--- config.mk ---
export PLATFORM = sky130hd
export DESIGN_NAME = ao_peripheral_subsystem
export DESIGN_NICKNAME = d
export VERILOG_FILES = /design/src/common/mini_mcu_pkg.sv /design/src/ao_peripheral/ao_peripheral_subsystem.sv
export SDC_FILE = /design/constraint.sdc
export NUM_CORES = 1
export LEC_CHECK = 0
export ABC_AREA = 1
export BUFFER_PORTS_ARGS = -buffer_cell sky130_fd_sc_hd__buf_4
export CAP_MARGIN = 20
export CELL_PAD_IN_SITES_DETAIL_PLACEMENT = 1
export CELL_PAD_IN_SITES_GLOBAL_PLACEMENT = 1
export CORE_MARGIN = 2
export CORE_UTILIZATION = 30
export DETAILED_ROUTE_END_ITERATION = 12
export GPL_TIMING_DRIVEN = 0
export PLACE_DENSITY_LB_ADDON = 0.1
export SLEW_MARGIN = 20
export SYNTH_ARGS = -nofsm -noshare
export SYNTH_HDL_FRONTEND = slang
export SYNTH_SLANG_ARGS = --single-unit
--- constraint.sdc ---
create_clock -name clk_i -period 1.2 [get_ports clk_i]
set_clock_uncertainty 0.15 [all_clocks]
set_input_delay 0.24 -clock clk_i [delete_from_list [all_inputs] [get_ports clk_i]]
set_output_delay 0.24 -clock clk_i [all_outputs]
set_load 0.05 [all_outputs]
--- src/common/mini_mcu_pkg.sv ---
// mini_mcu shared definitions
// address map, bus widths, register offsets and state encodings
`default_nettype none

package mini_mcu_pkg;

  localparam int ADDR_W      = 12;
  localparam int DATA_W      = 32;
  localparam int NUM_BANKS   = 2;
  localparam int BANK_WORDS  = 64;
  localparam int BANK_IDX_W  = 6;
  localparam int GPIO_W      = 8;
  localparam int IRQ_ID_W    = 3;
  localparam int NUM_TARGETS = 4;

  // response queue depth follows the credit count
  localparam int BUS_CREDITS = 2;
  localparam int BUS_PTR_W   = $clog2(BUS_CREDITS);
  localparam int BUS_CNT_W   = $clog2(BUS_CREDITS + 1);

  // domain 0 is the peripheral, banks follow from 1
  localparam int NUM_DOMAINS = 3;
  localparam int DOM_PERIPH  = 0;
  localparam int DOM_BANK0   = 1;

  localparam int REG_OFF_W = 3;
  localparam logic [REG_OFF_W-1:0] REG_GPIO_OUT    = 3'd0;
  localparam logic [REG_OFF_W-1:0] REG_GPIO_OE     = 3'd1;
  localparam logic [REG_OFF_W-1:0] REG_GPIO_IN     = 3'd2;
  localparam logic [REG_OFF_W-1:0] REG_PWR_CTRL    = 3'd3;
  localparam logic [REG_OFF_W-1:0] REG_IRQ_PENDING = 3'd4;

  // region from address bits 11:10
  typedef enum logic [1:0] {
    TGT_BANK0,
    TGT_BANK1,
    TGT_AO_PERIPH,
    TGT_PERIPH
  } target_e;

  typedef enum logic {
    OP_READ,
    OP_WRITE
  } bus_op_e;

  typedef enum logic [1:0] {
    PWR_ON,
    PWR_GATING,
    PWR_OFF,
    PWR_UNGATING
  } pwr_state_e;

endpackage

`default_nettype wire

--- src/ao_peripheral/ao_peripheral_subsystem.sv ---
// always-on peripheral block
// GPIO, power-control register and rising-edge interrupts
`default_nettype none

module ao_peripheral_subsystem (
  input  logic                                 clk_i,
  input  logic                                 rst_i,
  input  logic                                 sel_i,
  input  mini_mcu_pkg::bus_op_e                op_i,
  input  logic [mini_mcu_pkg::BANK_IDX_W-1:0]  idx_i,
  input  logic [mini_mcu_pkg::DATA_W-1:0]      wdata_i,
  output logic [mini_mcu_pkg::DATA_W-1:0]      rdata_o,
  input  logic [mini_mcu_pkg::GPIO_W-1:0]      gpio_i,
  output logic [mini_mcu_pkg::GPIO_W-1:0]      gpio_o,
  output logic [mini_mcu_pkg::GPIO_W-1:0]      gpio_oe_o,
  output logic [mini_mcu_pkg::NUM_DOMAINS-1:0] pwr_req_o,
  output logic                                 irq_valid_o,
  output logic [mini_mcu_pkg::IRQ_ID_W-1:0]    irq_id_o
);

  import mini_mcu_pkg::*;

  logic                   reg_hit;
  logic                   wr_en;
  logic [REG_OFF_W-1:0]   reg_off;
  logic [GPIO_W-1:0]      sync1_q;
  logic [GPIO_W-1:0]      sync2_q;
  logic [GPIO_W-1:0]      sync3_q;
  logic [GPIO_W-1:0]      rise;
  logic [GPIO_W-1:0]      irq_clr;
  logic [GPIO_W-1:0]      irq_pend_q;
  logic [NUM_DOMAINS-1:0] pwr_ctrl_q;
  logic [DATA_W-1:0]      rd_val;

  assign reg_hit = sel_i && (idx_i[BANK_IDX_W-1:REG_OFF_W] == '0);
  assign reg_off = idx_i[REG_OFF_W-1:0];
  assign wr_en   = reg_hit && op_i == OP_WRITE;

  // third stage only remembers the last synced level
  assign rise    = sync2_q & ~sync3_q;
  assign irq_clr = (wr_en && reg_off == REG_IRQ_PENDING) ? wdata_i[GPIO_W-1:0] : '0;

  always_ff @(posedge clk_i) begin
    if (rst_i) begin
      sync1_q    <= '0;
      sync2_q    <= '0;
      sync3_q    <= '0;
      irq_pend_q <= '0;
      gpio_o     <= '0;
      gpio_oe_o  <= '0;
      pwr_ctrl_q <= '0;
    end else begin
      sync1_q    <= gpio_i;
      sync2_q    <= sync1_q;
      sync3_q    <= sync2_q;
      // a new edge wins over a clear in the same cycle
      irq_pend_q <= (irq_pend_q & ~irq_clr) | rise;
      if (wr_en) begin
        case (reg_off)
          REG_GPIO_OUT: gpio_o <= wdata_i[GPIO_W-1:0];
          REG_GPIO_OE:  gpio_oe_o <= wdata_i[GPIO_W-1:0];
          REG_PWR_CTRL: pwr_ctrl_q <= wdata_i[NUM_DOMAINS-1:0];
          default:      ;
        endcase
      end
    end
  end

  always_comb begin
    rd_val = '0;
    case (reg_off)
      REG_GPIO_OUT:    rd_val = DATA_W'(gpio_o);
      REG_GPIO_OE:     rd_val = DATA_W'(gpio_oe_o);
      REG_GPIO_IN:     rd_val = DATA_W'(sync2_q);
      REG_PWR_CTRL:    rd_val = DATA_W'(pwr_ctrl_q);
      REG_IRQ_PENDING: rd_val = DATA_W'(irq_pend_q);
      default:         rd_val = '0;
    endcase
  end

  always_ff @(posedge clk_i) begin
    if (sel_i) begin
      rdata_o <= reg_hit ? rd_val : '0;
    end
  end

  assign pwr_req_o   = pwr_ctrl_q;
  assign irq_valid_o = |irq_pend_q;

  // lowest pending pin has priority
  always_comb begin
    irq_id_o = '0;
    for (int i = GPIO_W - 1; i >= 0; i--) begin
      if (irq_pend_q[i]) begin
        irq_id_o = IRQ_ID_W'(i);
      end
    end
  end

endmodule

`default_nettype wire

==> results.toml, run 1 <==
[outcome]
status = "complete, but fails checks"
violations = "setup timing"

[critical_path]
r2r_setup_slack_ns = 0.01
required_ns = 0.81
cp_max_fo = 3
arrival_ns = 1.36
cp-end-kind = "primary output"
r2r-end = "rdata_o[2]"
r2r_cells = 5
path_class = "flop to primary output"
cp-start-kind = "flop"
critical_path.reg2reg.startpoint = "pwr_req_o[2]"

[yosys]
synth_top_cell_by_area = "dfxtp_1"
async_reset_ff_share_pct = 0
synthesis.area_mm2 = 0.002661
avgSynthCellArea_um2 = 6.930
synth_enable_flop_cells = 8
synthTopCellsByArea = "dfxtp_1 38%, nand2_1 17%, nor2_1 13%, edfxtp_1 9.0%, inv_1 7.5%"
yosysMostFrequentCell = "nand2_1"
synth_top_area_share_pct = 38.36
ys_warn_count = 0
synthTopCellsByCount = "120 x nand2_1, 89 x nor2_1, 53 x inv_1"
ys_ff_latch = 59
synth_cells = 384
ys_seq_area_share_pct = 47.39
synth-main-ff-cell = "dfxtp_1"
synth_cell_types = 22

[timing]
finalCriticalPeriod_ns = 1.750
rsz0062_at_grt = "true"
holdWs_ns = 0.01612
drv_slew = 0
fin_ws_ns = -0.5498
setup_tns_ns = -3.159
setup_violations = 31
hold_viol_final = 0
max_freq_mhz = 571.5
period_share_pct = 145.8

[pwr]
power.switching_mw = 1.435
internal_power_mw = 3.583
switching_share_pct = 28.60
pwr-share-comb_pct = 18.0
cellPowerDensity_mw_per_mm2 = 1181
peakVddDrop_mv = 0.8057
leakage_nw = 2.062
clockPowerShare_pct = 40.3
power_frac_seq_pct = 41.7
fin_total_pwr_mw = 5.018

[grt]
grt_pass1_wl_um = 12220
grt_start_max_net_pins = 11
grt-ovfl-total = 0
grt_use_total_pct = 16.23
antenna_found_initial = 0
grt_pass1_vias = 2605

[cells_and_area]
nets = 563
fill_cells = 1087
diodes = 0
final_area_mm2 = 0.004249
multi_input_area_mm2 = 0.001192
area_growth_pct = 59.66
drive_above_1_share_pct = 38.22
seqCellArea_mm2 = 0.001296

[place]
place.gp.congestion = 0.7818
dp_hpwl_um = 5423
post_dp_cell_area_mm2 = 0.003383
port_buffers = 55

[flow_run]
max_cap_violations = 0

[clock_network]
cts_buffers = 9
cts.sinks = 59
cts.path.max_buffers = 2
clk-insertion-delay-late_ns = 0.34
cts.clk_slew.worst_paths_ns = 0.07
htreeDepth = 3
clock-root-buffer = "clkbuf_8"
cts_tree = "built"

[die]
ios = 105
core_mm2 = 0.008678
row_count = 34
die_h_um = 98.19
die_area_mm2 = 0.009640
chipWidth_um = 98.19
start_util_pct = 30.67

[worst_hold_path]
whs_endpoint = "irq_pend_q[3]"
hold_path_depth = 4
min_from = "wdata_i[3]"
hold_class = "primary input to flop"

[drt]
wl_per_cell_um = 11.99
firstDrtPassIters = 4
drc = 0
route.vias.total = 2589
ant_nets = 0
drtIter0Drc = 51
drt-total-wl_um = 7503
avgViaCountPerCell = 4.136
worst max-delay path, stage by stage (launching register included):
cell and delay [ns]:
dfxtp_2 0.34, inv_4 0.07, nand2_2 0.05, nand2_1 0.05
nand2_1 0.05, nand2_1 0.07, nand2_2 0.06, a21oi_4 0.16
buf_6 0.17
cells by family (layout without fill, tap and decap cells):
logic type | Yosys count | after routing | share of synthesized area (%)
buffers and inverters | 88 | 199 | 16.36
AOI/OAI and AO/OA | 4 | 4 | 0.7992
other | 1 | 24 | 0.1409
DFF | 59 | 59 | 47.39
and+or+nand+nor | 232 | 232 | 35.31
layout by cell type (no fill, tap or decap):
master         count
a21oi_4            1
nand4_1            4
dlygate4sd3_1     11
clkinv_2           2
dfxtp_4            2
nor2_1            83
o21ai_1            1
nor3_2             1
dfxtp_1           27
o21ai_2            1
clkbuf_16          1
edfxtp_1           8
dfxtp_2           22
nor3_4             1
a31oi_4            1
conb_1            24
nor2_4             9
clkbuf_2           2
inv_8              1
nand3_1            5
nand2_4            2
bufinv_16          1
nand3_4            1
buf_4             72
nor2_2             4
clkbuf_1           4
buf_6             17
nand2_1          111
buf_8             21
inv_2             12
inv_4              2
nand3_2            3
nand2_2            8
inv_1             42
clkbuf_8          11
state kept, by name (all words and copies together) (netlist names):
name and cells:
gpio_o 8, gpio_oe_o 8, irq_pend_q 8, rdata_o 8
sync1_q 8, sync2_q 8, sync3_q 8, pwr_req_o 3
metal layers:
| metal | part of all wire [%] | up-vias | track usage [%] |
|---|---|---|---|
| met2 | 50 | 55 | 28.66 |
| met1 | 43 | 1178 | 18.87 |
| met5 | 0 | - | 0 |
| met3 | 4.5 | 12 | 4.438 |
| li1 | - | 1344 | - |
| met4 | 1.7 | 0 | 5.796 |
repair_timing:
item,in CTS,in global routing
hold endpoints to repair,11,0
setup endpoints to repair,41,55
pin swaps,6,14
setup buffers,27,2
gates resized for setup,78,30
cloned,0,0
hold buffers,11,0
how the worst max path moves through the flow:
| stage | start | endpoint | slack [ns] | cells after the start |
|---|---|---|---|---|
| finish | irq_pend_q[6] | irq_id_o[0] | -0.55 | 8 |
| global route | irq_pend_q[6] | irq_id_o[0] | -0.62 | 8 |
| CTS | irq_pend_q[6] | irq_id_o[0] | -0.57 | 8 |
| detailed placement | sel_i | gpio_oe_o[5] | -0.42 | 9 |
| global placement | sel_i | gpio_oe_o[5] | -0.40 | 9 |
| floorplan | irq_pend_q[6] | irq_id_o[0] | -0.12 | 7 |
power groups by stage:
stage                     combinational (mW)  clock [mW]  sequential [mW]
after floorplan                        0.535           0             2.17
after global placement                 0.773           0             2.13
after detailed placement               0.783           0             2.14
after CTS                              0.882        2.06             2.09
after global routing                   0.967        2.16             2.10
final                                  0.905        2.02             2.09
per-stage QoR:
stage | setup slack, ns | util, % | instances
floorplan | -0.1231 | - | 407
global placement | -0.3981 | 38.99 | 570
detailed placement | -0.4158 | 38.99 | 570
CTS | -0.5747 | 47.94 | 624
global route | -0.6235 | 48.96 | 626
finish | -0.5498 | 48.96 | 626
cell type report:
cell class	instances	area share (%)
Tap cell	108	3.180
Timing Repair Buffer	95	22.47
Multi-Input combinational cell	260	28.06
Clock inverter	3	0.9717
Inverter	57	5.300
Clock buffer	13	4.240
Sequential cell	59	30.51
Buffer	31	5.271
No activity file was read; power rests on OpenSTA's default activity.
==> inputs of run 2 (changes only) <==
--- a/config.mk
+++ b/config.mk
@@ -5,13 +5,13 @@
 export SDC_FILE = /design/constraint.sdc
 export NUM_CORES = 1
 export LEC_CHECK = 0
-export ABC_AREA = 1
 export BUFFER_PORTS_ARGS = -buffer_cell sky130_fd_sc_hd__buf_4
 export CAP_MARGIN = 20
 export CELL_PAD_IN_SITES_DETAIL_PLACEMENT = 1
 export CELL_PAD_IN_SITES_GLOBAL_PLACEMENT = 1
+export CORE_ASPECT_RATIO = 0.5
 export CORE_MARGIN = 2
-export CORE_UTILIZATION = 30
+export CORE_UTILIZATION = 32
 export DETAILED_ROUTE_END_ITERATION = 12
 export GPL_TIMING_DRIVEN = 0
 export PLACE_DENSITY_LB_ADDON = 0.1
==> results.toml, run 2 <==
[die]
core_mm2 = 0.007515
start_util_pct = 33.93
ios = 105
row_count = 22
die_h_um = 67.12
die_area_mm2 = 0.008742
chipWidth_um = 130.2

[grt]
grt_use_total_pct = 20.07
grt-ovfl-total = 0
grt_start_max_net_pins = 18
antenna_found_initial = 0
grt_pass1_wl_um = 12330
grt_pass1_vias = 2262

[cells_and_area]
diodes = 0
final_area_mm2 = 0.004345
final_common_cell = "buf_4"
most-common-layout-cells = "60 x buf_4, 24 x nor2b_1, 24 x conb_1"
nets = 416
seqCellArea_mm2 = 0.001331
fill_cells = 801
drive_above_1_share_pct = 54.99
area_growth_pct = 70.41
multi_input_area_mm2 = 0.001346

[timing]
hold_viol_final = 0
drv_slew = 0
max_freq_mhz = 561.0
setup_violations = 65
fin_ws_ns = -0.5827
rsz0062_at_grt = "true"
holdWs_ns = 0.01550
finalCriticalPeriod_ns = 1.783
period_share_pct = 148.6

[place]
dp_hpwl_um = 5213
port_buffers = 56
post_dp_cell_area_mm2 = 0.003346
place.gp.congestion = 0.7585

[yosys]
synth_top_area_share_pct = 40.04
ys_warn_count = 0
synthTopCellsByCount = "51 x dfxtp_1, 26 x nor2b_1, 24 x buf_4"
synthesis.area_mm2 = 0.002550
avgSynthCellArea_um2 = 10.16
ys_seq_area_share_pct = 49.46
synth_cell_types = 35
synth_enable_flop_cells = 8
yosysMostFrequentCell = "dfxtp_1"
synth_cells = 251
ys_ff_latch = 59
async_reset_ff_share_pct = 0
synth-main-ff-cell = "dfxtp_1"
synth_top_cell_by_area = "dfxtp_1"
synthTopCellsByArea = "dfxtp_1 40%, edfxtp_1 9.4%, mux2i_1 7.9%, buf_4 7.1%, nor2b_1 6.4%"

[drt]
ant_nets = 0
firstDrtPassIters = 4
drt-total-wl_um = 8180
wl_per_cell_um = 17.08
drtIter0Drc = 96
drc = 0
route.vias.total = 2153
avgViaCountPerCell = 4.495

[worst_hold_path]
hold_class = "primary input to flop"

[critical_path]
crit_buf_inv = 1
crit_chain = "nand2b_4 > a21oi_4 > o21bai_2 > a21oi_4 > buf_6"
required_ns = 0.81
slowest_delay_ns = 0.36
crit_family = "compound AO/OA/AOI/OAI gates"
path_class = "flop to primary output"
cp-end-kind = "primary output"
arrival_ns = 1.39
cp_max_fo = 4
cp-start-kind = "flop"
critPathMostFrequentCell = "a21oi_4"
critPathSlowestCell = "dfxtp_4"

[clock_network]
cts.clk_slew.worst_paths_ns = 0.05
cts.sinks = 59
cts_tree = "built"
htreeDepth = 3
clk-insertion-delay-late_ns = 0.34
cts.path.max_buffers = 2
cts_buffers = 9
clock-root-buffer = "clkbuf_16"

[pwr]
internal_power_mw = 4.025
clockPowerShare_pct = 44.7
leakage_nw = 1.924
cellPowerDensity_mw_per_mm2 = 1271
power_frac_seq_pct = 37.9
peakVddDrop_mv = 0.8430
pwr-share-comb_pct = 17.4
power.switching_mw = 1.500
switching_share_pct = 27.15

[outcome]
status = "complete, but fails checks"
violations = "setup timing"

[flow_run]
max_cap_violations = 0
-- run 2: layout make-up --
cell class | count | share of cell area [%]
buffer | 33 | 6.421
clock buffer | 13 | 6.248
clock inverter | 3 | 0.4319
inverter | 11 | 0.9502
multi-input combinational | 168 | 30.98
sequential | 59 | 30.64
tap | 108 | 3.110
timing repair buffer | 84 | 21.22
-- run 2: power by group through the flow --
stage	registers, mW	clock network [mW]	logic, mW
6_report	2.09	2.47	0.959
5_1_grt	2.10	2.61	1.01
4_1_cts	2.10	2.52	0.919
3_5_place_dp	2.15	0	0.759
3_3_place_gp	2.14	0	0.751
2_1_floorplan	2.17	0	0.516
-- run 2: tightest hold or removal path, stage by stage --
cell	delay [ns]
buf_4	0.10
mux2i_1	0.06
nor2_1	0.08
-- run 2: metal layers --
metal / GRT usage, % / wire, um
met5: 0 / 0
met4: 8.468 / 164
met3: 6.345 / 449
met2: 33.70 / 3887
met1: 24.12 / 3679
-- run 2: final timing paths --
check / from / to / slack, ns / cells past startpoint
worst max-delay path: irq_pend_q[6] / irq_id_o[0] / -0.58 / 5
worst min-delay path: wdata_i[4] / gpio_oe_o[4] / 0.02 / 3
worst max register to register: irq_pend_q[1] / rdata_o[1] / -0.23 / 6
worst min register to register: sync1_q[1] / sync2_q[1] / 0.28 / 1
-- run 2: kinds of logic (layout without fill, tap and decap cells) --
group	Yosys count	after routing	share of synthesized area, %
compound gates	31	31	8.538
flops	59	59	49.46
other cells	1	24	0.1471
mux	29	29	11.83
simple gates	84	84	19.04
buf+inv	47	144	10.99
-- run 2: per-stage QoR --
stage | cells | setup WS [ns] | power [mW] | utilization (%) | setup TNS (ns)
final | 479 | -0.5827 | 5.525 | 57.83 | -5.200
after CTS | 477 | -0.5910 | 5.544 | 56.48 | -4.839
after detailed placement | 438 | -0.6595 | 2.905 | 44.52 | -24.13
after global placement | 438 | -0.6116 | 2.893 | 44.52 | -22.75
after floorplan | 274 | -0.2287 | 2.687 | - | -6.048
after global routing | 479 | -0.6400 | 5.711 | 57.83 | -7.828
-- run 2: what timing repair did --
action	4_1_cts	5_1_grt
gates cloned	2	0
gates resized for setup	104	28
endpoints found under the hold margin	8	0
pin swaps	17	13
endpoints found under the setup margin	69	66
setup buffers	16	4
hold buffers	8	0
