==> src/common/mini_mcu_pkg.sv <==
// mini_mcu shared definitions
// address map, bus widths, register offsets and state encodings
`default_nettype none

package mini_mcu_pkg;

  localparam int ADDR_W      = 12;
  localparam int DATA_W      = 32;
  localparam int NUM_BANKS   = 2;
  localparam int BANK_WORDS  = 64;
  localparam int BANK_IDX_W  = 6;
  localparam int GPIO_W      = 8;
  localparam int IRQ_ID_W    = 3;
  localparam int NUM_TARGETS = 4;

  // response queue depth follows the credit count
  localparam int BUS_CREDITS = 2;
  localparam int BUS_PTR_W   = $clog2(BUS_CREDITS);
  localparam int BUS_CNT_W   = $clog2(BUS_CREDITS + 1);

  // domain 0 is the peripheral, banks follow from 1
  localparam int NUM_DOMAINS = 3;
  localparam int DOM_PERIPH  = 0;
  localparam int DOM_BANK0   = 1;

  localparam int REG_OFF_W = 3;
  localparam logic [REG_OFF_W-1:0] REG_GPIO_OUT    = 3'd0;
  localparam logic [REG_OFF_W-1:0] REG_GPIO_OE     = 3'd1;
  localparam logic [REG_OFF_W-1:0] REG_GPIO_IN     = 3'd2;
  localparam logic [REG_OFF_W-1:0] REG_PWR_CTRL    = 3'd3;
  localparam logic [REG_OFF_W-1:0] REG_IRQ_PENDING = 3'd4;

  // region from address bits 11:10
  typedef enum logic [1:0] {
    TGT_BANK0,
    TGT_BANK1,
    TGT_AO_PERIPH,
    TGT_PERIPH
  } target_e;

  typedef enum logic {
    OP_READ,
    OP_WRITE
  } bus_op_e;

  typedef enum logic [1:0] {
    PWR_ON,
    PWR_GATING,
    PWR_OFF,
    PWR_UNGATING
  } pwr_state_e;

endpackage

`default_nettype wire

==> src/rtl/peripheral_subsystem.sv <==
// switchable peripheral block, GPIO registers in a gated power domain
`default_nettype none

module peripheral_subsystem (
  input  logic                                clk_i,
  input  logic                                rst_i,
  input  logic                                clk_en_i,
  input  logic                                domain_rst_i,
  input  logic                                sel_i,
  input  mini_mcu_pkg::bus_op_e               op_i,
  input  logic [mini_mcu_pkg::BANK_IDX_W-1:0] idx_i,
  input  logic [mini_mcu_pkg::DATA_W-1:0]     wdata_i,
  output logic [mini_mcu_pkg::DATA_W-1:0]     rdata_o,
  input  logic [mini_mcu_pkg::GPIO_W-1:0]     gpio_i,
  output logic [mini_mcu_pkg::GPIO_W-1:0]     gpio_o,
  output logic [mini_mcu_pkg::GPIO_W-1:0]     gpio_oe_o
);

  import mini_mcu_pkg::*;

  logic                 reg_rst;
  logic                 reg_hit;
  logic [REG_OFF_W-1:0] reg_off;
  logic [GPIO_W-1:0]    sync1_q;
  logic [GPIO_W-1:0]    sync2_q;
  logic [GPIO_W-1:0]    rd_val;

  assign reg_rst = rst_i || domain_rst_i;
  assign reg_hit = sel_i && (idx_i[BANK_IDX_W-1:REG_OFF_W] == '0);
  assign reg_off = idx_i[REG_OFF_W-1:0];

  always_ff @(posedge clk_i) begin
    if (reg_rst) begin
      sync1_q   <= '0;
      sync2_q   <= '0;
      gpio_o    <= '0;
      gpio_oe_o <= '0;
    end else if (clk_en_i) begin
      sync1_q <= gpio_i;
      sync2_q <= sync1_q;
      if (reg_hit && op_i == OP_WRITE && reg_off == REG_GPIO_OUT) begin
        gpio_o <= wdata_i[GPIO_W-1:0];
      end
      if (reg_hit && op_i == OP_WRITE && reg_off == REG_GPIO_OE) begin
        gpio_oe_o <= wdata_i[GPIO_W-1:0];
      end
    end
  end

  // power and interrupt offsets live in the ao block only
  always_comb begin
    case (reg_off)
      REG_GPIO_OUT: rd_val = gpio_o;
      REG_GPIO_OE:  rd_val = gpio_oe_o;
      REG_GPIO_IN:  rd_val = sync2_q;
      default:      rd_val = '0;
    endcase
  end

  always_ff @(posedge clk_i) begin
    if (clk_en_i && sel_i) begin
      rdata_o <= reg_hit ? DATA_W'(rd_val) : '0;
    end
  end

endmodule

`default_nettype wire

==> config.mk <==
export PLATFORM = sky130hd
export DESIGN_NAME = peripheral_subsystem
export DESIGN_NICKNAME = d
export VERILOG_FILES = /design/src/common/mini_mcu_pkg.sv /design/src/rtl/peripheral_subsystem.sv
export SDC_FILE = /design/constraint.sdc
export NUM_CORES = 1
export LEC_CHECK = 0
export ABC_AREA = 1
export BUFFER_PORTS_ARGS = -buffer_cell sky130_fd_sc_hd__buf_2
export CAP_MARGIN = 20
export CORE_MARGIN = 8
export CORE_UTILIZATION = 45
export DETAILED_ROUTE_END_ITERATION = 16
export MAX_ROUTING_LAYER = met4
export PLACE_DENSITY = 0.8
export SKIP_CTS_REPAIR_TIMING = 1
export SLEW_MARGIN = 10
export SYNTH_ARGS = -nofsm -noshare
export SYNTH_HDL_FRONTEND = slang
export SYNTH_SLANG_ARGS = --single-unit
==> constraint.sdc <==
create_clock -name clk_i -period 1.6 [get_ports clk_i]
set_input_delay 0.16 -clock clk_i [delete_from_list [all_inputs] [get_ports clk_i]]
set_output_delay 0.16 -clock clk_i [all_outputs]
set_load 0.005 [all_outputs]
==> flow_metrics.tcl, run 1 <==
set metrics [dict create \
    status "finished, final reports clean" \
    drcViolationCount 0 \
    clk-insertion-delay-late_ns 0.30 \
    vias 1656 \
    wl_per_cell_um 11.7 \
    dpl.hpwl_mm 3.40 \
    fin_nets 370 \
    num_rows 23 \
    yosysSeqAreaShare_pct 46.5 \
    diodes 0 \
    finalSetupTns_ns 0 \
    setup_viol 0 \
    leakage_nw 1.06 \
    placed_cells 361 \
    die_w_um 80.9 \
    die-area_um2 6540 \
    maxUsedRoutingLayer "met4" \
    path_clk_slew_ns 0.07 \
    maxSlewViolCount 0 \
    grt_pass1_vias 1551 \
    crit_path_top_delay_cell "nor3_2" \
    reg2reg_slack_ns 0.76 \
    max_freq_mhz 1040 \
    initial_core_util_pct 47.0 \
    ant_nets 0 \
    wl_mm 4.31 \
    wl_met1_mm 1.87 \
    syn2layout_area_growth_pct 16.8 \
    grt_setup_unrepaired "false" \
    whs_ns 0.109 \
    hold_viol 0 \
    syn_avg_cell_area_um2 7.18 \
    cp.arrival_ns 1.13 \
    fill_cells 424 \
    cts_tree "yes" \
    gp_congestion 0.788 \
    firstDrtPassIters 4 \
    grt_first_pass_wirelength_mm 6.63 \
    ys_ff_latch 40 \
    drive_gt1_share_pct 22.9 \
    cts_root_buf "clkbuf_8" \
    drv_cap 0 \
    pwr_density_cell_nw_per_um2 871 \
    antenna_found_initial 0 \
    htreeDepth 2 \
    worstHoldPathType "in2reg" \
    fin_cells 369 \
    grt_overflow 0 \
    fin_crit_sh_pct 59.8 \
    critPathTopFamily "simple AND/OR/NAND/NOR gates" \
    fin_skew_ns 0.00598 \
    crit_required_ns 1.77 \
    ir_drop_v 0.000553 \
    port_buffers 51 \
    first_iter_violations 77 \
    grt_max_degree 18 \
    via_per_inst 4.49 \
    post-route-min-period_ns 0.958 \
    cpMostUsedCell "nand2_1" \
    numClockSinks 40 \
    die_h_um 80.9 \
    startpoint_type "input pin" \
    synth_cell_type_count 17 \
    crit_buf_inv 2 \
    met3_length_um 397 \
    dr_wl_met2_mm 1.98 \
    cts_buffers 5 \
    syn_inst 264 \
    worstMarginPinSlew_ns 0.531 \
    path_cells "buf_2 -> nor3_2 -> nand2_1 -> nand3_1 -> nand2_1 -> inv_1" \
    cp-end-kind "register" \
    critPathKind "in2reg" \
    io_pins 100 \
    crit_path_max_fanout 8 \
    core_um2 4030 \
    grt_usage_pct 13.3 \
    clock_tree.buffer_depth 2 \
    max_slew_margin_pct 64.4 \
    ys_warn_count 0 \
    slowest_delay_ns 0.48 \
    netlist_area_um2 1890 \
]
-- cell usage after synthesis (all sizes together) --
cell type / n / share of area, %
buf: 28 / 11
a21oi: 16 / 4.2
nand3: 19 / 5.0
nand2: 90 / 18
nor2: 40 / 8.9
nor3: 2 / 1.1
nand4: 1 / 0.33
clkbuf: 2 / 0.40
edfxtp: 8 / 13
inv: 25 / 5.0
conb: 1 / 0.20
dfxtp: 32 / 34
-- routing by layer --
metal / vias to the layer above / global-route usage (%)
met5: - / -
met4: 0 / 4.82
met3: 8 / 5.41
met2: 51 / 21.0
met1: 726 / 14.9
li1: 871 / -
-- area by class of cell --
| type | instances | area [um^2] | share of cell area (%) |
|---|---|---|---|
| Clock buffer | 8 | 100 | 4.52 |
| Inverter | 25 | 93.8 | 4.24 |
| Tap cell | 50 | 62.6 | 2.83 |
| Sequential cell | 40 | 881 | 39.8 |
| Multi-Input combinational cell | 192 | 797 | 36.0 |
| Timing Repair Buffer | 54 | 278 | 12.6 |
-- report_power, final --
| group | internal [mW] | total [mW] | switching [mW] |
|---|---|---|---|
| Combinational | 0.0524 | 0.150 | 0.0978 |
| Clock | 0.393 | 0.729 | 0.336 |
| Sequential | 1.04 | 1.05 | 0.00581 |
-- flip-flops by register name, summed over array words and instances (netlist names) --
signal,count
gpio_o,8
gpio_oe_o,8
rdata_o,8
sync1_q,8
sync2_q,8
-- tightest hold or removal path, cell delays in order --
cell and delay [ns]:
buf_2 0.10, nand2_1 0.05, a21oi_1 0.05
-- layout by cell type (no fill, tap or decap), types with 4 or more instances in the layout --
master,count
nand3_1,19
a21oi_1,16
edfxtp_1,8
conb_1,24
inv_1,20
nand2_1,90
inv_2,5
clkbuf_8,7
buf_2,51
dfxtp_1,32
nor2_2,4
nor2_1,35
-- metrics by stage --
stage	cell area [um^2]	worst slack, ns	utilization [%]	total power [mW]
floorplan	1980	0.416	-	1.20
global placement	2110	0.368	52.4	1.21
detailed placement	2110	0.326	52.4	1.22
CTS	2210	0.619	54.9	1.95
global route	2210	0.527	54.9	2.01
finish	2210	0.642	54.9	1.93
-- cell families (layout without fill, tap and decap cells) --
logic type,count (synthesis),count (layout),share of synthesized area [%]
simple gates,152,152,33.1
other cells,1,24,0.198
buf+inv,55,87,16.0
flops,40,40,46.5
compound gates,16,16,4.23
-- final timing paths --
kind / from / to / cells after the start
worst max-delay path: idx_i[0] / rdata_o[2]$_SDFFCE_PN0P_ / 6
worst min-delay path: gpio_i[2] / sync1_q[2]$_SDFFE_PP0P_ / 3
worst max register to register: gpio_o[2]$_SDFFE_PP0P_ / rdata_o[2]$_SDFFCE_PN0P_ / 4
worst min register to register: sync1_q[6]$_SDFFE_PP0P_ / sync1_q[6]$_SDFFE_PP0P_ / 2
Power figures use the tool's default switching activity.
==> inputs of run 2 (changes only) <==
--- a/config.mk
+++ b/config.mk
@@ -9,10 +9,10 @@
 export BUFFER_PORTS_ARGS = -buffer_cell sky130_fd_sc_hd__buf_2
 export CAP_MARGIN = 20
 export CORE_MARGIN = 8
-export CORE_UTILIZATION = 45
+export CORE_UTILIZATION = 40
 export DETAILED_ROUTE_END_ITERATION = 16
 export MAX_ROUTING_LAYER = met4
-export PLACE_DENSITY = 0.8
+export PLACE_DENSITY = 0.75
 export SKIP_CTS_REPAIR_TIMING = 1
 export SLEW_MARGIN = 10
 export SYNTH_ARGS = -nofsm -noshare
==> constraint.sdc (replaced) <==
create_clock -name clk_i -period 0.85 [get_ports clk_i]
set_input_delay 0.085 -clock clk_i [delete_from_list [all_inputs] [get_ports clk_i]]
set_output_delay 0.085 -clock clk_i [all_outputs]
set_load 0.005 [all_outputs]
==> run 2 against run 1 <==
The run now ends with setup timing left. Design area is 9.4% higher. Final cell count rose by 3.3%. Wire length rose by 7.1%. Critical path depth down 5. Global-route usage decreased by 0.10 points. Critical path type is now reg2out. Largest power group unchanged.
==> flow_metrics.tcl, run 2 (synthesis results as in run 1) <==
set metrics [dict create \
    status "finished with violations" \
    violations "setup timing" \
    crit_path_max_fanout 1 \
    grt_setup_unrepaired "true" \
    dpl.hpwl_mm 3.56 \
    ant_nets 0 \
    hold_viol 0 \
    fin_ws_ns -0.0556 \
    slowest_delay_ns 0.38 \
    dpl-instance-area_um2 2230 \
    fin_skew_ns 0.00185 \
    ir_drop_v 0.000537 \
    grt_usage_pct 13.2 \
    startpoint_type "register" \
    most-common-layout-cells "90 x nand2_1, 39 x buf_2, 33 x nor2_1" \
    cp-end-kind "primary output" \
    setup.worst_path.start "rdata_o[4]$_SDFFCE_PN0P_" \
    cts_buffers 5 \
    clk-insertion-delay-late_ns 0.30 \
    worstReg2RegStart "gpio_oe_o[4]$_SDFFE_PP0P_" \
    cp.arrival_ns 0.82 \
    grt_first_pass_wirelength_mm 7.53 \
    holdCritStartpoint "gpio_i[3]" \
    placed_cells 373 \
    io_pins 100 \
    vias 1712 \
    fin_nets 378 \
    fin_area_um2 2420 \
    die_w_um 84.8 \
    clock_tree.buffer_depth 2 \
    htreeDepth 2 \
    cts_tree "yes" \
    die-area_um2 7190 \
    diodes 0 \
    dp_slack_ns -0.281 \
    syn2layout_area_growth_pct 27.8 \
    numClockSinks 40 \
    crit_required_ns 0.76 \
    num_rows 25 \
    setup_viol 8 \
    antenna_found_initial 0 \
    pwr_density_cell_nw_per_um2 1460 \
    path_clk_slew_ns 0.07 \
    grt_max_degree 17 \
    core_um2 4630 \
    fin_cells 381 \
    worstHoldPathType "in2reg" \
    maxSlewViolCount 0 \
    critPathKind "reg2out" \
    port_buffers 51 \
    crit_buf_inv 1 \
    grt_pass1_vias 1666 \
    firstDrtPassIters 4 \
    fill_cells 481 \
    grt_overflow 0 \
    multi_input_area_um2 833 \
    path_cells "buf_2" \
    die_h_um 84.8 \
    initial_core_util_pct 40.9 \
    max_freq_mhz 1100 \
    via_per_inst 4.49 \
    drv_cap 0 \
    drive_gt1_share_pct 31.2 \
    mostFrequentLayoutCell "nand2_1" \
    gp_congestion 0.823 \
    leakage_nw 1.12 \
    critPathTopFamily "flip-flops" \
    fin_crit_sh_pct 107 \
    cts_root_buf "clkbuf_8" \
    crit_path_top_delay_cell "edfxtp_1" \
    wl_per_cell_um 12.1 \
    wl_mm 4.61 \
    drcViolationCount 0 \
    first_iter_violations 147 \
    post-route-min-period_ns 0.906 \
    regArea_um2 901 \
]
==> run 2: changes by cell type in the layout (fill, tap and decap cells not counted), moves of 2 or more <==
cell / before / now
buf_12: 0 / 2
buf_2: 51 / 39
buf_4: 3 / 9
buf_6: 0 / 12
clkbuf_8: 7 / 5
clkinv_2: 0 / 2
dfxtp_1: 32 / 16
dfxtp_2: 0 / 16
nand3_1: 19 / 17
nand3_2: 0 / 2
nor2_1: 35 / 33
nor2_4: 1 / 4
==> run 2: path summary, 6_finish.rpt <==
path | cells past startpoint | endpoint | slack, ns
setup / recovery | 1 | rdata_o[4] | -0.06
hold / removal | 3 | sync1_q[3]$_SDFFE_PP0P_ | 0.03
setup reg to reg | 4 | rdata_o[4]$_SDFFCE_PN0P_ | 0.04
hold reg to reg | 2 | sync2_q[7]$_SDFFE_PP0P_ | 0.46
==> run 2: metrics by stage <==
step / power (mW) / setup TNS [ns] / hold WS, ns / util (%)
6_report: 3.53 / -0.278 / 0.0310 / 52.3
5_1_grt: 3.68 / -0.725 / 0.0289 / 52.3
4_1_cts: 3.54 / -0.876 / 0.0213 / 50.0
3_5_place_dp: 2.34 / -5.22 / 0.343 / 48.2
3_3_place_gp: 2.33 / -4.68 / 0.341 / 48.2
2_1_floorplan: 2.27 / 0 / 0.232 / -
==> run 2: layout make-up <==
cell class,instances,share of cell area (%)
sequential,40,37.2
timing repair buffer,62,18.1
clock inverter,3,0.568
clock buffer,5,2.84
tap,54,2.79
inverter,25,4.08
multi-input combinational,192,34.4
==> run 2: report_power, final <==
group	total [mW]	switching [mW]	internal (mW)
Combinational	0.337	0.210	0.127
Sequential	1.97	0.0118	1.96
Clock	1.22	0.663	0.557
==> run 2: routing by layer <==
layer / part of all wire, % / vias to the layer above / track usage [%]
li1: - / 892 / -
met1: 43 / 748 / 15.6
met2: 48 / 62 / 20.7
met3: 6.8 / 10 / 3.38
met4: 2.1 / 0 / 6.31
met5: 0 / - / -
==> inputs of run 3 (changes only) <==
--- a/config.mk
+++ b/config.mk
@@ -5,13 +5,12 @@
 export SDC_FILE = /design/constraint.sdc
 export NUM_CORES = 1
 export LEC_CHECK = 0
-export ABC_AREA = 1
+export ABC_AREA = 0
 export BUFFER_PORTS_ARGS = -buffer_cell sky130_fd_sc_hd__buf_2
 export CAP_MARGIN = 20
 export CORE_MARGIN = 8
 export CORE_UTILIZATION = 40
 export DETAILED_ROUTE_END_ITERATION = 16
-export MAX_ROUTING_LAYER = met4
 export PLACE_DENSITY = 0.75
 export SKIP_CTS_REPAIR_TIMING = 1
 export SLEW_MARGIN = 10
==> run 3 against run 2 <==
The run still ends with setup timing left. Wire length fell by 1.2%. Highest routed layer unchanged. Combinational power decreased by 2%. Largest cell class unchanged. Sequential share of layout area down 3.1 points. Sequential power is essentially flat. Synthesized area decreased by 1.5%. Maximum frequency shrank 25%. Synthesized cell count decreased by 31%. Worst setup slack got worse by 0.31 ns. Global-route usage down 1.5 points. Final cell count shrank 17%. Critical path type is now in2reg. Total power rose by 0.86%.
==> flow_metrics.tcl, run 3 <==
set metrics [dict create \
    yosys.area.top_type "dfxtp_1" \
    pwr_density_cell_nw_per_um2 1350 \
    cp-end-kind "register" \
    crit_path_max_fanout 8 \
    initial_core_util_pct 40.6 \
    numClockSinks 40 \
    fin_skew_ns 0.00848 \
    syn_inst 181 \
    cts_tree "yes" \
    dp_slack_ns -0.712 \
    worstHoldPathType "in2reg" \
    io_pins 100 \
    fin_ws_ns -0.361 \
    fin_crit_sh_pct 143 \
    fill_cells 383 \
    dpl.hpwl_mm 3.36 \
    critPathKind "in2reg" \
    syn_avg_cell_area_um2 10.3 \
    synth.most_common_cell "mux2i_1" \
    netlist_top_cells_area "dfxtp_1 34%, mux2i_1 21%, edfxtp_1 13%, buf_4 9.7%, nand2_1 4.8%" \
    die_h_um 84.3 \
    grt_pass1_vias 1421 \
    die-area_um2 7110 \
    cts_buffers 5 \
    leakage_nw 1.23 \
    vias 1442 \
    yosysSeqAreaShare_pct 47.2 \
    die_w_um 84.3 \
    diodes 0 \
    hold_viol 0 \
    post-route-min-period_ns 1.21 \
    grt_first_pass_wirelength_mm 6.79 \
    grt_overflow 0 \
    startpoint_type "input pin" \
    port_buffers 51 \
    grt_max_degree 25 \
    wl_mm 4.56 \
    cp.arrival_ns 1.42 \
    maxSlewViolCount 0 \
    dominantRegCellSynth "dfxtp_1" \
    synth_edf_count 8 \
    num_rows 25 \
    synth_common_cells "40 x mux2i_1, 32 x dfxtp_1, 24 x buf_4, 24 x nand2_1, 18 x nor2_1" \
    drive_gt1_share_pct 44.7 \
    netlist_area_um2 1870 \
    synth_cell_type_count 19 \
    multi_input_area_um2 868 \
    grt_usage_pct 11.8 \
    first_iter_violations 49 \
    max_freq_mhz 825 \
    violations "setup timing" \
    synth_top_area_share_pct 34.3 \
    drcViolationCount 0 \
    grt_setup_unrepaired "true" \
    gp_congestion 0.804 \
    drv_cap 0 \
    ir_drop_v 0.000507 \
    path_clk_slew_ns 0.08 \
    crit_required_ns 1.06 \
    syn2layout_area_growth_pct 41.2 \
    fin_nets 315 \
    cts_root_buf "clkbuf_8" \
    clock_tree.buffer_depth 2 \
    firstDrtPassIters 4 \
    ant_nets 0 \
    most-common-layout-cells "40 x mux2i_1, 35 x buf_2, 34 x buf_6" \
    whs_ns 0.0365 \
    postSynth.asyncResetShare_pct 0 \
    core_um2 4600 \
    regArea_um2 900 \
    status "finished with violations" \
    wl_per_cell_um 14.3 \
    clk-insertion-delay-late_ns 0.29 \
    ys_warn_count 0 \
    antenna_found_initial 0 \
    ys_ff_latch 40 \
    via_per_inst 4.53 \
    setup_viol 45 \
    mostFrequentLayoutCell "mux2i_1" \
    htreeDepth 2 \
]
run 3: logic make-up after synthesis:
logic type / synth area share, %
multiplexers: 21.4
AO/OA/AOI/OAI: 3.75
AND/OR/NAND/NOR: 15.1
buffers and inverters: 12.3
flip-flops: 47.2
other: 0.201
run 3: cell type report:
cell class                      count  share of cell area (%)
Timing Repair Buffer               86                    27.0
Sequential cell                    40                    34.1
Tap cell                           54                    2.56
Multi-Input combinational cell    130                    32.9
Clock buffer                        8                    3.42
run 3: layer usage:
| metal | share of wire [%] | vias to the layer above | track usage (%) |
|---|---|---|---|
| met3 | 6.8 | 6 | 4.26 |
| met4 | 1.6 | 0 | 5.34 |
| met5 | 0 | - | 0 |
| met2 | 50 | 50 | 19.6 |
| met1 | 41 | 657 | 13.0 |
| li1 | - | 729 | - |
run 3: critical path: stages:
cell	delay [ns]
buf_6	0.09
or4b_4	0.54
buf_6	0.14
nor3_4	0.20
buf_12	0.17
mux2i_1	0.20
run 3: path summary, 6_finish.rpt:
kind	slack (ns)	depth (start not counted)	to	from
max reg2reg	-0.13	3	rdata_o[6]$_SDFFCE_PN0P_	gpio_o[6]$_SDFFE_PP0P_
min	0.04	3	sync1_q[3]$_SDFFE_PP0P_	gpio_i[3]
min reg2reg	0.50	2	sync2_q[7]$_SDFFE_PP0P_	sync2_q[7]$_SDFFE_PP0P_
max	-0.36	6	gpio_o[5]$_SDFFE_PP0P_	idx_i[5]
run 3: per-stage QoR:
stage               instance area [um^2]  util [%]  power [mW]  setup TNS, ns  cells
global placement                    2300      50.0        2.32         -14.04    305
finish                              2640      57.3        3.56          -8.80    318
CTS                                 2390      52.0        3.58          -9.14    313
global route                        2640      57.3        3.71         -10.08    318
detailed placement                  2300      50.0        2.33         -14.68    305
floorplan                           1990         -        2.28         -10.25    204
run 3: report_power, final:
group          leakage (nW)  internal [mW]  switching, mW  total (mW)
Combinational         0.848          0.154          0.176       0.330
Sequential            0.340           1.96         0.0123        1.97
Clock                0.0455          0.662          0.594        1.26
Total                  1.23           2.78          0.782        3.56
