`config.mk`:
```
export PLATFORM = sky130hd
export DESIGN_NAME = power_manager
export DESIGN_NICKNAME = d
export VERILOG_FILES = /design/src/common/mini_mcu_pkg.sv /design/src/rtl/power_manager.sv
export SDC_FILE = /design/constraint.sdc
export NUM_CORES = 1
export LEC_CHECK = 0
export BUFFER_PORTS_ARGS = -buffer_cell sky130_fd_sc_hd__buf_2
export CAP_MARGIN = 10
export CORE_AREA = 5 5 42 44
export CTS_BUF_LIST = sky130_fd_sc_hd__clkbuf_16
export CTS_CLUSTER_SIZE = 24
export DETAILED_ROUTE_END_ITERATION = 6
export DIE_AREA = 0 0 47 49
export PLACE_DENSITY = 0.71
export SYNTH_ARGS = -nofsm -noshare
export SYNTH_HDL_FRONTEND = slang
export SYNTH_SLANG_ARGS = --single-unit
```
`constraint.sdc`:
```
create_clock -name clk_i -period 1.44 [get_ports clk_i]
set_clock_uncertainty 0.15 [all_clocks]
set_input_delay 0.216 -clock clk_i [delete_from_list [all_inputs] [get_ports clk_i]]
set_output_delay 0.216 -clock clk_i [all_outputs]
set_load 0.02 [all_outputs]
```
`src/common/mini_mcu_pkg.sv`:
```
// mini_mcu shared definitions
// address map, bus widths, register offsets and state encodings
`default_nettype none

package mini_mcu_pkg;

  localparam int ADDR_W      = 12;
  localparam int DATA_W      = 32;
  localparam int NUM_BANKS   = 2;
  localparam int BANK_WORDS  = 64;
  localparam int BANK_IDX_W  = 6;
  localparam int GPIO_W      = 8;
  localparam int IRQ_ID_W    = 3;
  localparam int NUM_TARGETS = 4;

  // response queue depth follows the credit count
  localparam int BUS_CREDITS = 2;
  localparam int BUS_PTR_W   = $clog2(BUS_CREDITS);
  localparam int BUS_CNT_W   = $clog2(BUS_CREDITS + 1);

  // domain 0 is the peripheral, banks follow from 1
  localparam int NUM_DOMAINS = 3;
  localparam int DOM_PERIPH  = 0;
  localparam int DOM_BANK0   = 1;

  localparam int REG_OFF_W = 3;
  localparam logic [REG_OFF_W-1:0] REG_GPIO_OUT    = 3'd0;
  localparam logic [REG_OFF_W-1:0] REG_GPIO_OE     = 3'd1;
  localparam logic [REG_OFF_W-1:0] REG_GPIO_IN     = 3'd2;
  localparam logic [REG_OFF_W-1:0] REG_PWR_CTRL    = 3'd3;
  localparam logic [REG_OFF_W-1:0] REG_IRQ_PENDING = 3'd4;

  // region from address bits 11:10
  typedef enum logic [1:0] {
    TGT_BANK0,
    TGT_BANK1,
    TGT_AO_PERIPH,
    TGT_PERIPH
  } target_e;

  typedef enum logic {
    OP_READ,
    OP_WRITE
  } bus_op_e;

  typedef enum logic [1:0] {
    PWR_ON,
    PWR_GATING,
    PWR_OFF,
    PWR_UNGATING
  } pwr_state_e;

endpackage

`default_nettype wire

```
`src/rtl/power_manager.sv`:
```
// power manager, one sequencer per switchable domain
// gates the clock before reset on the way down, releases reset first on the way up
`default_nettype none

module power_manager (
  input  logic                                 clk_i,
  input  logic                                 rst_i,
  input  logic [mini_mcu_pkg::NUM_DOMAINS-1:0] pwr_req_i,
  output logic [mini_mcu_pkg::NUM_DOMAINS-1:0] clk_en_o,
  output logic [mini_mcu_pkg::NUM_DOMAINS-1:0] domain_rst_o,
  output logic [mini_mcu_pkg::NUM_DOMAINS-1:0] domain_off_o
);

  import mini_mcu_pkg::*;

  for (genvar d = 0; d < NUM_DOMAINS; d++) begin : g_dom
    pwr_state_e state_q;
    pwr_state_e state_d;

    always_comb begin
      state_d = state_q;
      case (state_q)
        PWR_ON:       if (pwr_req_i[d]) state_d = PWR_GATING;
        PWR_GATING:   state_d = PWR_OFF;
        PWR_OFF:      if (!pwr_req_i[d]) state_d = PWR_UNGATING;
        PWR_UNGATING: state_d = PWR_ON;
        default:      state_d = PWR_ON;
      endcase
    end

    always_ff @(posedge clk_i) begin
      if (rst_i) begin
        state_q <= PWR_ON;
      end else begin
        state_q <= state_d;
      end
    end

    assign clk_en_o[d]     = (state_q == PWR_ON);
    assign domain_rst_o[d] = (state_q == PWR_OFF);
    // busy transitions count as off for the bus
    assign domain_off_o[d] = (state_q != PWR_ON);
  end

endmodule

`default_nettype wire

```
==> impl_metrics.csv, run 1 <==
group,metric,value,unit
floorplan,die_width,47,µm
setup_path,path_max_fanout,4,
synthesis,synthArstFlopShare,0,
timing,fin_ws,0.0723,ns
global_routing,track_usage,0.0946,
synthesis,synthDistinctLibCells,8,
global_routing,grt_max_degree,13,
timing,hold_viol_final,0,
synthesis,syn_area,495,µm²
setup_path,path_common_cell,"inv_1",
floorplan,rows,14,
synthesis,synth_ff_type,"dfxtp_1",
setup_path,max_stage_delay,0.33,ns
setup_path,end_kind,"output pin",
timing,max_freq,0.731,GHz
placement,post-place-ws,0.124,ns
synthesis,ys_top_cells_by_count,"12 x ha_1, 9 x inv_1, 9 x nand2b_1, 6 x dfxtp_1, 6 x mux2i_1",
worst_hold_path,min_to,"g_dom[0].state_q[1]",
global_routing,overflow,0,
placement,place_congestion,0.632,
cts,post_cts_buffers,0,
setup_path,cp_cell_sequence,"inv_1 -> ha_2 -> inv_1 -> buf_4",
route,drc,0,
placement,port_buffers,13,
setup_path,critPathKind,"reg -> out",
synthesis,synth_seq_area_share,0.242,
synthesis,netlist.area_leader.share,0.303,
cts,cts_root_buffer,"clkbuf_16",
route,dr.pass1.iters,2,
setup_path,r2r_cells,4,
route,ant_nets,0,
cts,hold_buffers,0,
timing,setup-tns-final,0,ns
final_layout,drive_above_1_share,0.453,
synthesis,synth_edf_count,0,
global_routing,grt_pass1_wl,1520,µm
setup_path,cp.arrival,1.00,ns
final_layout,reg.largest.list,"g_dom.state_q (6)",
timing,worstMarginPinSlew,0.248,ns
timing,final.period_utilization,0.950,
synthesis,synth_top_cell_by_area,"ha_1",
global_routing,grt_pass1_vias,363,
cts,htree_levels,1,
final_layout,antenna_cells,0,
setup_path,start_kind,"flip-flop",
cts,clkLatencyLatePin,0.22,ns
global_routing,antenna_found_initial,0,
route,wl_per_cell,10.1,µm
floorplan,dieHeight,49,µm
synthesis,syn_inst,49,
worst_hold_path,hp-start,"pwr_req_i[0]",
synthesis,synth_seq_cells,6,
placement,post-dp-hpwl,598,µm
timing,rsz0062_at_grt,"false",
cts,clockBufferDepth,2,
cts,numCtsBuffers,3,
setup_path,r2r-end,"g_dom[1].state_q[1]",
power,power_density,2620,nW/µm²
placement,placed_area,569,µm²
setup_path,crit_slowest_cell,"dfxtp_2",
worst_hold_path,hold_depth,3,
cts,cts_tree,"built",
final_layout,largest_reg_flops,6,
worst_hold_path,min_path_type,"in -> reg",
timing,period_minus_slack,1.37,ns
route,first_iter_violations,1,
timing,max_slew_margin,0.831,
route,routed_wl,811,µm
power,irDropWorstVdd,1.11,mV
route,route.vias.total,360,
final_layout,postLayoutCellArea,662,µm²
floorplan,start_util,0.354,
synthesis,synthesis.nets,66,
setup_path,timing.rr.start,"g_dom[1].state_q[0]",
final_layout,top_register,"g_dom.state_q",
timing,setup_viol_count_final,0,
synthesis,syn_avg_cell_area,10.1,µm²
cts,clock-sinks,6,
timing,finalMaxSlewViolations,0,
final_layout,layout.nets,83,
setup_path,r2r_setup_slack,0.17,ns
floorplan,coreArea,1400,µm²
floorplan,dieArea,2300,µm²
synthesis,yosysMostFrequentCell,"ha_1",
outcome,status,"finished, final reports clean",
synthesis,synth.area.top_cells,"ha_1 30%, dfxtp_1 24%, mux2i_1 12%, nand2b_1 11%, mux2i_2 8.3%",
final_layout,area_growth,33.6,%
route,vias_per_cell,4.50,
setup_path,required,1.07,ns
run,drv_cap,0,
floorplan,pin_count,14,
synthesis,ys_warn_count,0,
power,p_leak,0.000341,µW
cts,clk_pin_slew,0.03,ns
final cells by class:
class / count / area [µm²]
fillers: 147 / 739
flip-flops and latches: 6 / 125
clock buffers: 3 / 75.1
inverters: 9 / 33.8
repair buffers: 13 / 70.1
multi-input cells: 33 / 338
well taps: 16 / 20.0
where the power goes:
part           switching [µW]  internal (µW)  leakage [µW]
logic                     551            408      0.000253
clock network            84.0            355     0.0000370
registers                73.5            264     0.0000511
total                     708           1030      0.000341
worst max-delay path, delay by kind of cell, from the launching register on:
family	cells	cell delay (ns)
flops	1	0.33
fa+ha+maj	1	0.18
buf+inv	3	0.26
per-layer routing:
layer	wire length [µm]	GRT usage	share of wire
met1	323	0.0951	0.40
met2	403	0.136	0.50
met3	65	0.0517	0.080
met4	18	0.0783	0.022
met5	0	0	0
per-stage QoR:
step            util  hold slack (ns)  std cells  total power, µW
5_1_grt        0.472            0.210         80             1900
4_1_cts        0.466            0.185         80             1750
6_report       0.472            0.186         80             1740
3_3_place_gp   0.406            0.308         77             1240
2_1_floorplan      -            0.250         49             1050
3_5_place_dp   0.406            0.317         77             1250
repair_timing:
| action | 4_1_cts | 5_1_grt |
|---|---|---|
| gates resized for setup | 5 | 7 |
| gates cloned | 0 | 0 |
| setup endpoints to repair | 3 | 5 |
| endpoints found under the hold margin | 0 | 0 |
cells by family after synthesis:
family / after synthesis / synth area share
simple gates: 9 / 0.114
compound gates: 3 / 0.0455
flops: 6 / 0.242
fa+ha+maj: 12 / 0.303
mux: 9 / 0.205
buf+inv: 10 / 0.0909
cells in the final DEF, fill, tap and decap left out:
cell	Yosys	final
buf_2	0	11
nand2b_1	9	9
ha_1	12	9
inv_1	9	6
mux2i_1	6	6
dfxtp_2	0	4
inv_2	0	3
o21bai_1	3	3
mux2i_2	3	3
ha_2	0	3
clkbuf_16	0	3
dfxtp_1	6	2
buf_4	0	2
worst max path at each step:
stage,endpoint,depth (start not counted),start
2_1_floorplan,g_dom[0].state_q[0],4,g_dom[0].state_q[1]
3_3_place_gp,g_dom[0].state_q[0],4,g_dom[0].state_q[1]
3_5_place_dp,g_dom[0].state_q[1],4,g_dom[0].state_q[1]
4_1_cts,domain_off_o[0],4,g_dom[0].state_q[0]
5_1_grt,domain_off_o[1],4,g_dom[1].state_q[1]
6_report,domain_off_o[2],4,g_dom[2].state_q[1]
Note: power is estimated with default switching activity, not from simulation.
==> inputs of run 2 (changes only) <==
--- a/config.mk
+++ b/config.mk
@@ -7,11 +7,11 @@
 export LEC_CHECK = 0
 export BUFFER_PORTS_ARGS = -buffer_cell sky130_fd_sc_hd__buf_2
 export CAP_MARGIN = 10
-export CORE_AREA = 5 5 42 44
+export CORE_AREA = 2 2 39 41
 export CTS_BUF_LIST = sky130_fd_sc_hd__clkbuf_16
 export CTS_CLUSTER_SIZE = 24
 export DETAILED_ROUTE_END_ITERATION = 6
-export DIE_AREA = 0 0 47 49
+export DIE_AREA = 0 0 41 43
 export PLACE_DENSITY = 0.71
 export SYNTH_ARGS = -nofsm -noshare
 export SYNTH_HDL_FRONTEND = slang
==> run 2 against run 1 <==
  * Critical path depth did not move
  * Clock power rose by 0.9%
  * Final area fell by 0.38%
  * Sequential cell count did not move
  * Total power fell by 0.29%
  * Clock-buffer cell count did not move
  * Core utilization rose by 0.42 points
  * Sequential power fell by 2%
  * Wire length fell by 3.9%
  * Register-to-register slack barely moved
  * Largest power group unchanged
  * Worst setup slack got worse by 0.0081 ns
  * Global-route usage rose by 1.2 points
  * Highest routed layer unchanged
  * Largest cell class unchanged
==> impl_metrics.csv, run 2 (synthesis results as in run 1) <==
group,metric,value,unit
route,vias_per_cell,4.46,
final_layout,mostFrequentLayoutCell,"buf_2",
global_routing,grt_max_degree,13,
power,irDropWorstVdd,0.980,mV
final_layout,antenna_cells,0,
floorplan,dieHeight,43,µm
final_layout,layout.nets,83,
setup_path,path_max_fanout,4,
timing,final.period_utilization,0.955,
floorplan,pin_count,14,
final_layout,drive_above_1_share,0.453,
timing,period_minus_slack,1.38,ns
worst_hold_path,min_path_type,"in -> reg",
final_layout,area_growth,33.1,%
worst_hold_path,min_to,"g_dom[2].state_q[1]",
cts,clockBufferDepth,2,
route,first_iter_violations,0,
route,wl_per_cell,9.74,µm
timing,finalMaxSlewViolations,0,
setup_path,r2r-end,"g_dom[1].state_q[1]",
cts,clk_pin_slew,0.03,ns
cts,clock-sinks,6,
global_routing,overflow,0,
route,drc,0,
placement,port_buffers,13,
outcome,status,"finished, final reports clean",
setup_path,r2r_setup_slack,0.17,ns
global_routing,grt_pass1_wl,1260,µm
cts,numCtsBuffers,3,
timing,worstMarginPinSlew,0.253,ns
global_routing,track_usage,0.107,
timing,hold_viol_final,0,
route,ant_nets,0,
route,dr.pass1.iters,1,
placement,place_congestion,0.766,
route,routed_wl,779,µm
setup_path,critPathKind,"reg -> out",
setup_path,r2r_cells,4,
worst_hold_path,hp-start,"pwr_req_i[2]",
floorplan,die_width,41,µm
setup_path,start_kind,"flip-flop",
worst_hold_path,hold_depth,3,
power,seq_power_share,0.191,
cts,cts_root_buffer,"clkbuf_16",
timing,rsz0062_at_grt,"false",
timing,max_freq,0.727,GHz
floorplan,start_util,0.358,
final_layout,top_register,"g_dom.state_q",
power,pwr-share-comb,0.552,
power,p_leak,0.000341,µW
power,clkPwrFrac,0.257,
power,power_density,2620,nW/µm²
final_layout,largest_reg_flops,6,
floorplan,rows,14,
global_routing,grt_pass1_vias,341,
cts,htree_levels,1,
placement,post-dp-hpwl,640,µm
global_routing,antenna_found_initial,0,
cts,hold_buffers,0,
run,drv_cap,0,
final_layout,reg.largest.list,"g_dom.state_q (6)",
timing,setup-tns-final,0,ns
floorplan,dieArea,1760,µm²
final_layout,postLayoutCellArea,659,µm²
route,route.vias.total,357,
placement,placed_area,569,µm²
setup_path,end_kind,"output pin",
cts,post_cts_buffers,0,
cts,cts_tree,"built",
power,p_int,1020,µW
cts,clkLatencyLatePin,0.22,ns
timing,setup_viol_count_final,0,
final_layout,final_cell_mix,"12 x buf_2, 9 x nand2b_1, 9 x ha_1, 6 x inv_1, 6 x mux2i_1",
timing,max_slew_margin,0.828,
setup_path,required,1.07,ns
power,p_sw,709,µW
floorplan,coreArea,1380,µm²
setup_path,timing.rr.start,"g_dom[1].state_q[0]",
setup_path,cp.arrival,1.01,ns
power,sw_frac_of_total,0.410,
[run 2: cell count changes in the layout (fill, tap and decap cells not counted)]
cell,before,now
buf_2,11,12
buf_4,2,1
[run 2: area by class of cell]
type,count,area [µm²]
Fill cell,134,724
Multi-Input combinational cell,33,338
Sequential cell,6,125
Clock buffer,3,75.1
Timing Repair Buffer,13,67.6
Inverter,9,33.8
Tap cell,16,20.0
[run 2: routing by layer]
metal	share of wire	track usage	vias to the layer above	wire (µm)
li1	-	-	184	-
met1	0.44	0.117	163	343
met2	0.50	0.172	8	386
met3	0.036	0.0157	2	28
met4	0.026	0.0800	0	20
met5	0	0	-	0
[run 2: how the worst max path moves through the flow]
stage	slack (ns)	cells after the start	endpoint	start
floorplan	0.24	4	g_dom[0].state_q[0]	g_dom[0].state_q[1]
global placement	0.15	4	g_dom[0].state_q[0]	g_dom[0].state_q[1]
detailed placement	0.13	4	g_dom[1].state_q[1]	g_dom[1].state_q[1]
CTS	0.0008	4	domain_off_o[2]	g_dom[2].state_q[1]
global route	0.01	4	domain_off_o[1]	g_dom[1].state_q[0]
finish	0.06	4	domain_off_o[1]	g_dom[1].state_q[0]
[run 2: through the flow]
step | setup WS [ns] | hold WS [ns] | cells | util | total power, µW
floorplan | 0.238 | 0.250 | 49 | - | 1050
global placement | 0.151 | 0.312 | 77 | 0.411 | 1230
detailed placement | 0.129 | 0.316 | 77 | 0.411 | 1260
CTS | 0.000803 | 0.198 | 80 | 0.470 | 1730
global route | 0.0111 | 0.197 | 80 | 0.476 | 1890
finish | 0.0642 | 0.187 | 80 | 0.476 | 1730
[run 2: repair_timing]
action                     CTS  global route
hold endpoints to repair     0             0
resized for setup            3             8
cloned                       0             0
setup endpoints to repair    2             3
[run 2: power groups by stage]
stage | logic (µW) | clock network, µW | registers (µW)
finish | 956 | 444 | 330
CTS | 963 | 450 | 317
global placement | 912 | 0 | 313
detailed placement | 941 | 0 | 316
global route | 1070 | 465 | 349
floorplan | 745 | 0 | 301
[run 2: worst max-delay path, stage by stage (launching register included)]
cell and delay (ns):
dfxtp_1 0.34, inv_2 0.07, ha_2 0.19, inv_1 0.05, buf_2 0.15
==> inputs of run 3 (changes only) <==
--- a/config.mk
+++ b/config.mk
@@ -7,12 +7,12 @@
 export LEC_CHECK = 0
 export BUFFER_PORTS_ARGS = -buffer_cell sky130_fd_sc_hd__buf_2
 export CAP_MARGIN = 10
-export CORE_AREA = 2 2 39 41
+export CORE_UTILIZATION = 35
 export CTS_BUF_LIST = sky130_fd_sc_hd__clkbuf_16
 export CTS_CLUSTER_SIZE = 24
 export DETAILED_ROUTE_END_ITERATION = 6
-export DIE_AREA = 0 0 41 43
-export PLACE_DENSITY = 0.71
+export PLACE_DENSITY = 0.68
+export SLEW_MARGIN = 20
 export SYNTH_ARGS = -nofsm -noshare
 export SYNTH_HDL_FRONTEND = slang
 export SYNTH_SLANG_ARGS = --single-unit
==> run 3 against run 2 <==
  * Non-clock buffer count did not move
  * Combinational power grew 6%
  * Sequential share of layout area down 0.54 points
  * Total power up 3.7%
  * Final area is 1.9% higher
  * Critical path type unchanged
  * Critical endpoint is now clk_en_o[1]
  * Largest cell class unchanged
  * Highest routed layer unchanged
==> impl_metrics.csv, run 3 (synthesis results as in run 1) <==
group,metric,value,unit
outcome,status,"finished, final reports clean",
timing,worstMarginPinSlew,0.246,ns
timing,setup-tns-final,0,ns
final_layout,reg.largest.list,"g_dom.state_q (6)",
worst_hold_path,min_path_type,"in -> reg",
floorplan,pin_count,14,
final_layout,postLayoutCellArea,672,µm²
setup_path,max_stage_delay,0.34,ns
timing,max_freq,0.723,GHz
setup_path,required,1.07,ns
floorplan,rows,13,
cts,clockBufferDepth,2,
timing,period_minus_slack,1.38,ns
cts,cts_resized,5,
final_layout,drive_above_1_share,0.438,
power,irDropWorstVdd,1.12,mV
route,route.vias.total,352,
final_layout,largest_reg_flops,6,
cts,numCtsBuffers,3,
cts,hold_buffers,0,
timing,max_slew_margin,0.833,
cts,htree_levels,1,
route,routed_wl,778,µm
timing,final.period_utilization,0.960,
setup_path,r2r_setup_slack,0.18,ns
timing,hold_slack,0.178,ns
route,vias_per_cell,4.46,
floorplan,die_width,39.6,µm
cts,cts_root_buffer,"clkbuf_16",
setup_path,critPathKind,"reg -> out",
timing,finalMaxSlewViolations,0,
setup_path,cp_cell_sequence,"inv_2 -> ha_1 -> buf_2",
floorplan,coreArea,1300,µm²
final_layout,layout.nets,83,
cts,clk_pin_slew,0.03,ns
final_layout,antenna_cells,0,
worst_hold_path,hold_depth,3,
placement,placed_area,568,µm²
placement,post-dp-hpwl,567,µm
final_layout,final_cell_mix,"10 x buf_2, 9 x nand2b_1, 9 x ha_1, 6 x inv_1, 6 x mux2i_1",
placement,port_buffers,13,
final_layout,mostFrequentLayoutCell,"buf_2",
setup_path,timing.rr.start,"g_dom[1].state_q[0]",
final_layout,area_growth,35.6,%
final_layout,fillers,125,
setup_path,end_kind,"output pin",
cts,clock-sinks,6,
route,first_iter_violations,6,
worst_hold_path,min_to,"g_dom[1].state_q[1]",
route,drc,0,
cts,clkLatencyLatePin,0.23,ns
global_routing,antenna_found_initial,0,
worst_hold_path,hp-start,"pwr_req_i[1]",
cts,post_cts_buffers,0,
power,p_leak,0.000344,µW
power,power_density,2670,nW/µm²
setup_path,crit_slowest_cell,"dfxtp_1",
route,wl_per_cell,9.85,µm
global_routing,grt_max_degree,13,
global_routing,grt_pass1_wl,1220,µm
setup_path,path_max_fanout,4,
floorplan,start_util,0.381,
setup_path,start_kind,"flip-flop",
floorplan,dieHeight,39.6,µm
route,ant_nets,0,
final_layout,top_register,"g_dom.state_q",
global_routing,grt_pass1_vias,300,
placement,place_congestion,0.699,
final_layout,final_core_util,0.516,
setup_path,r2r_cells,4,
route,dr.pass1.iters,3,
setup_path,cp.arrival,1.02,ns
timing,setup_viol_count_final,0,
setup_path,r2r-end,"g_dom[1].state_q[1]",
cts,cts_tree,"built",
timing,hold_viol_final,0,
global_routing,track_usage,0.130,
floorplan,dieArea,1570,µm²
global_routing,overflow,0,
run,drv_cap,0,
==> run 3: cell counts in the layout (fill, tap and decap cells not counted) <==
No cell type changed its count.
==> run 3: metrics by stage <==
stage               worst slack, ns  total power, µW  instances
floorplan                     0.238             1050         49
global placement              0.146             1230         76
detailed placement            0.121             1250         76
CTS                         0.00639             1750         79
global route              -0.000443             1950         79
finish                       0.0573             1790         79
==> run 3: power breakdown <==
part,internal (µW),total (µW),switching (µW)
Clock,356,448,91.9
Combinational,440,1010,575
Sequential,261,331,70.3
Total,1060,1790,737
==> run 3: critical path, delay by kind of cell, from the launching register on <==
kind	cells	cell delay (ns)
buffers and inverters	2	0.24
adders and majority gates	1	0.21
DFF	1	0.34
==> run 3: worst max path at each step <==
stage	start	end	slack, ns	cells after the start
3_3_place_gp	g_dom[1].state_q[1]	g_dom[1].state_q[1]	0.15	4
6_report	g_dom[1].state_q[0]	clk_en_o[1]	0.06	3
2_1_floorplan	g_dom[0].state_q[1]	g_dom[0].state_q[0]	0.24	4
5_1_grt	g_dom[1].state_q[1]	clk_en_o[1]	-0.0004	3
3_5_place_dp	g_dom[0].state_q[1]	g_dom[0].state_q[0]	0.12	4
4_1_cts	g_dom[0].state_q[0]	domain_off_o[0]	0.006	4
==> run 3: routing by layer <==
metal	GRT usage	vias to the layer above	share of wire
met5	0	-	0
met3	0.0682	2	0.055
met4	0.103	0	0.026
met1	0.123	154	0.44
li1	-	185	-
met2	0.205	11	0.48
==> run 3: final cells by class <==
class	count	area, µm²	area share
sequential	6	124	0.184
tap	15	18.8	0.0279
multi-input combinational	33	348	0.518
inverter	9	33.8	0.0503
clock buffer	3	75.1	0.112
timing repair buffer	13	72.6	0.108
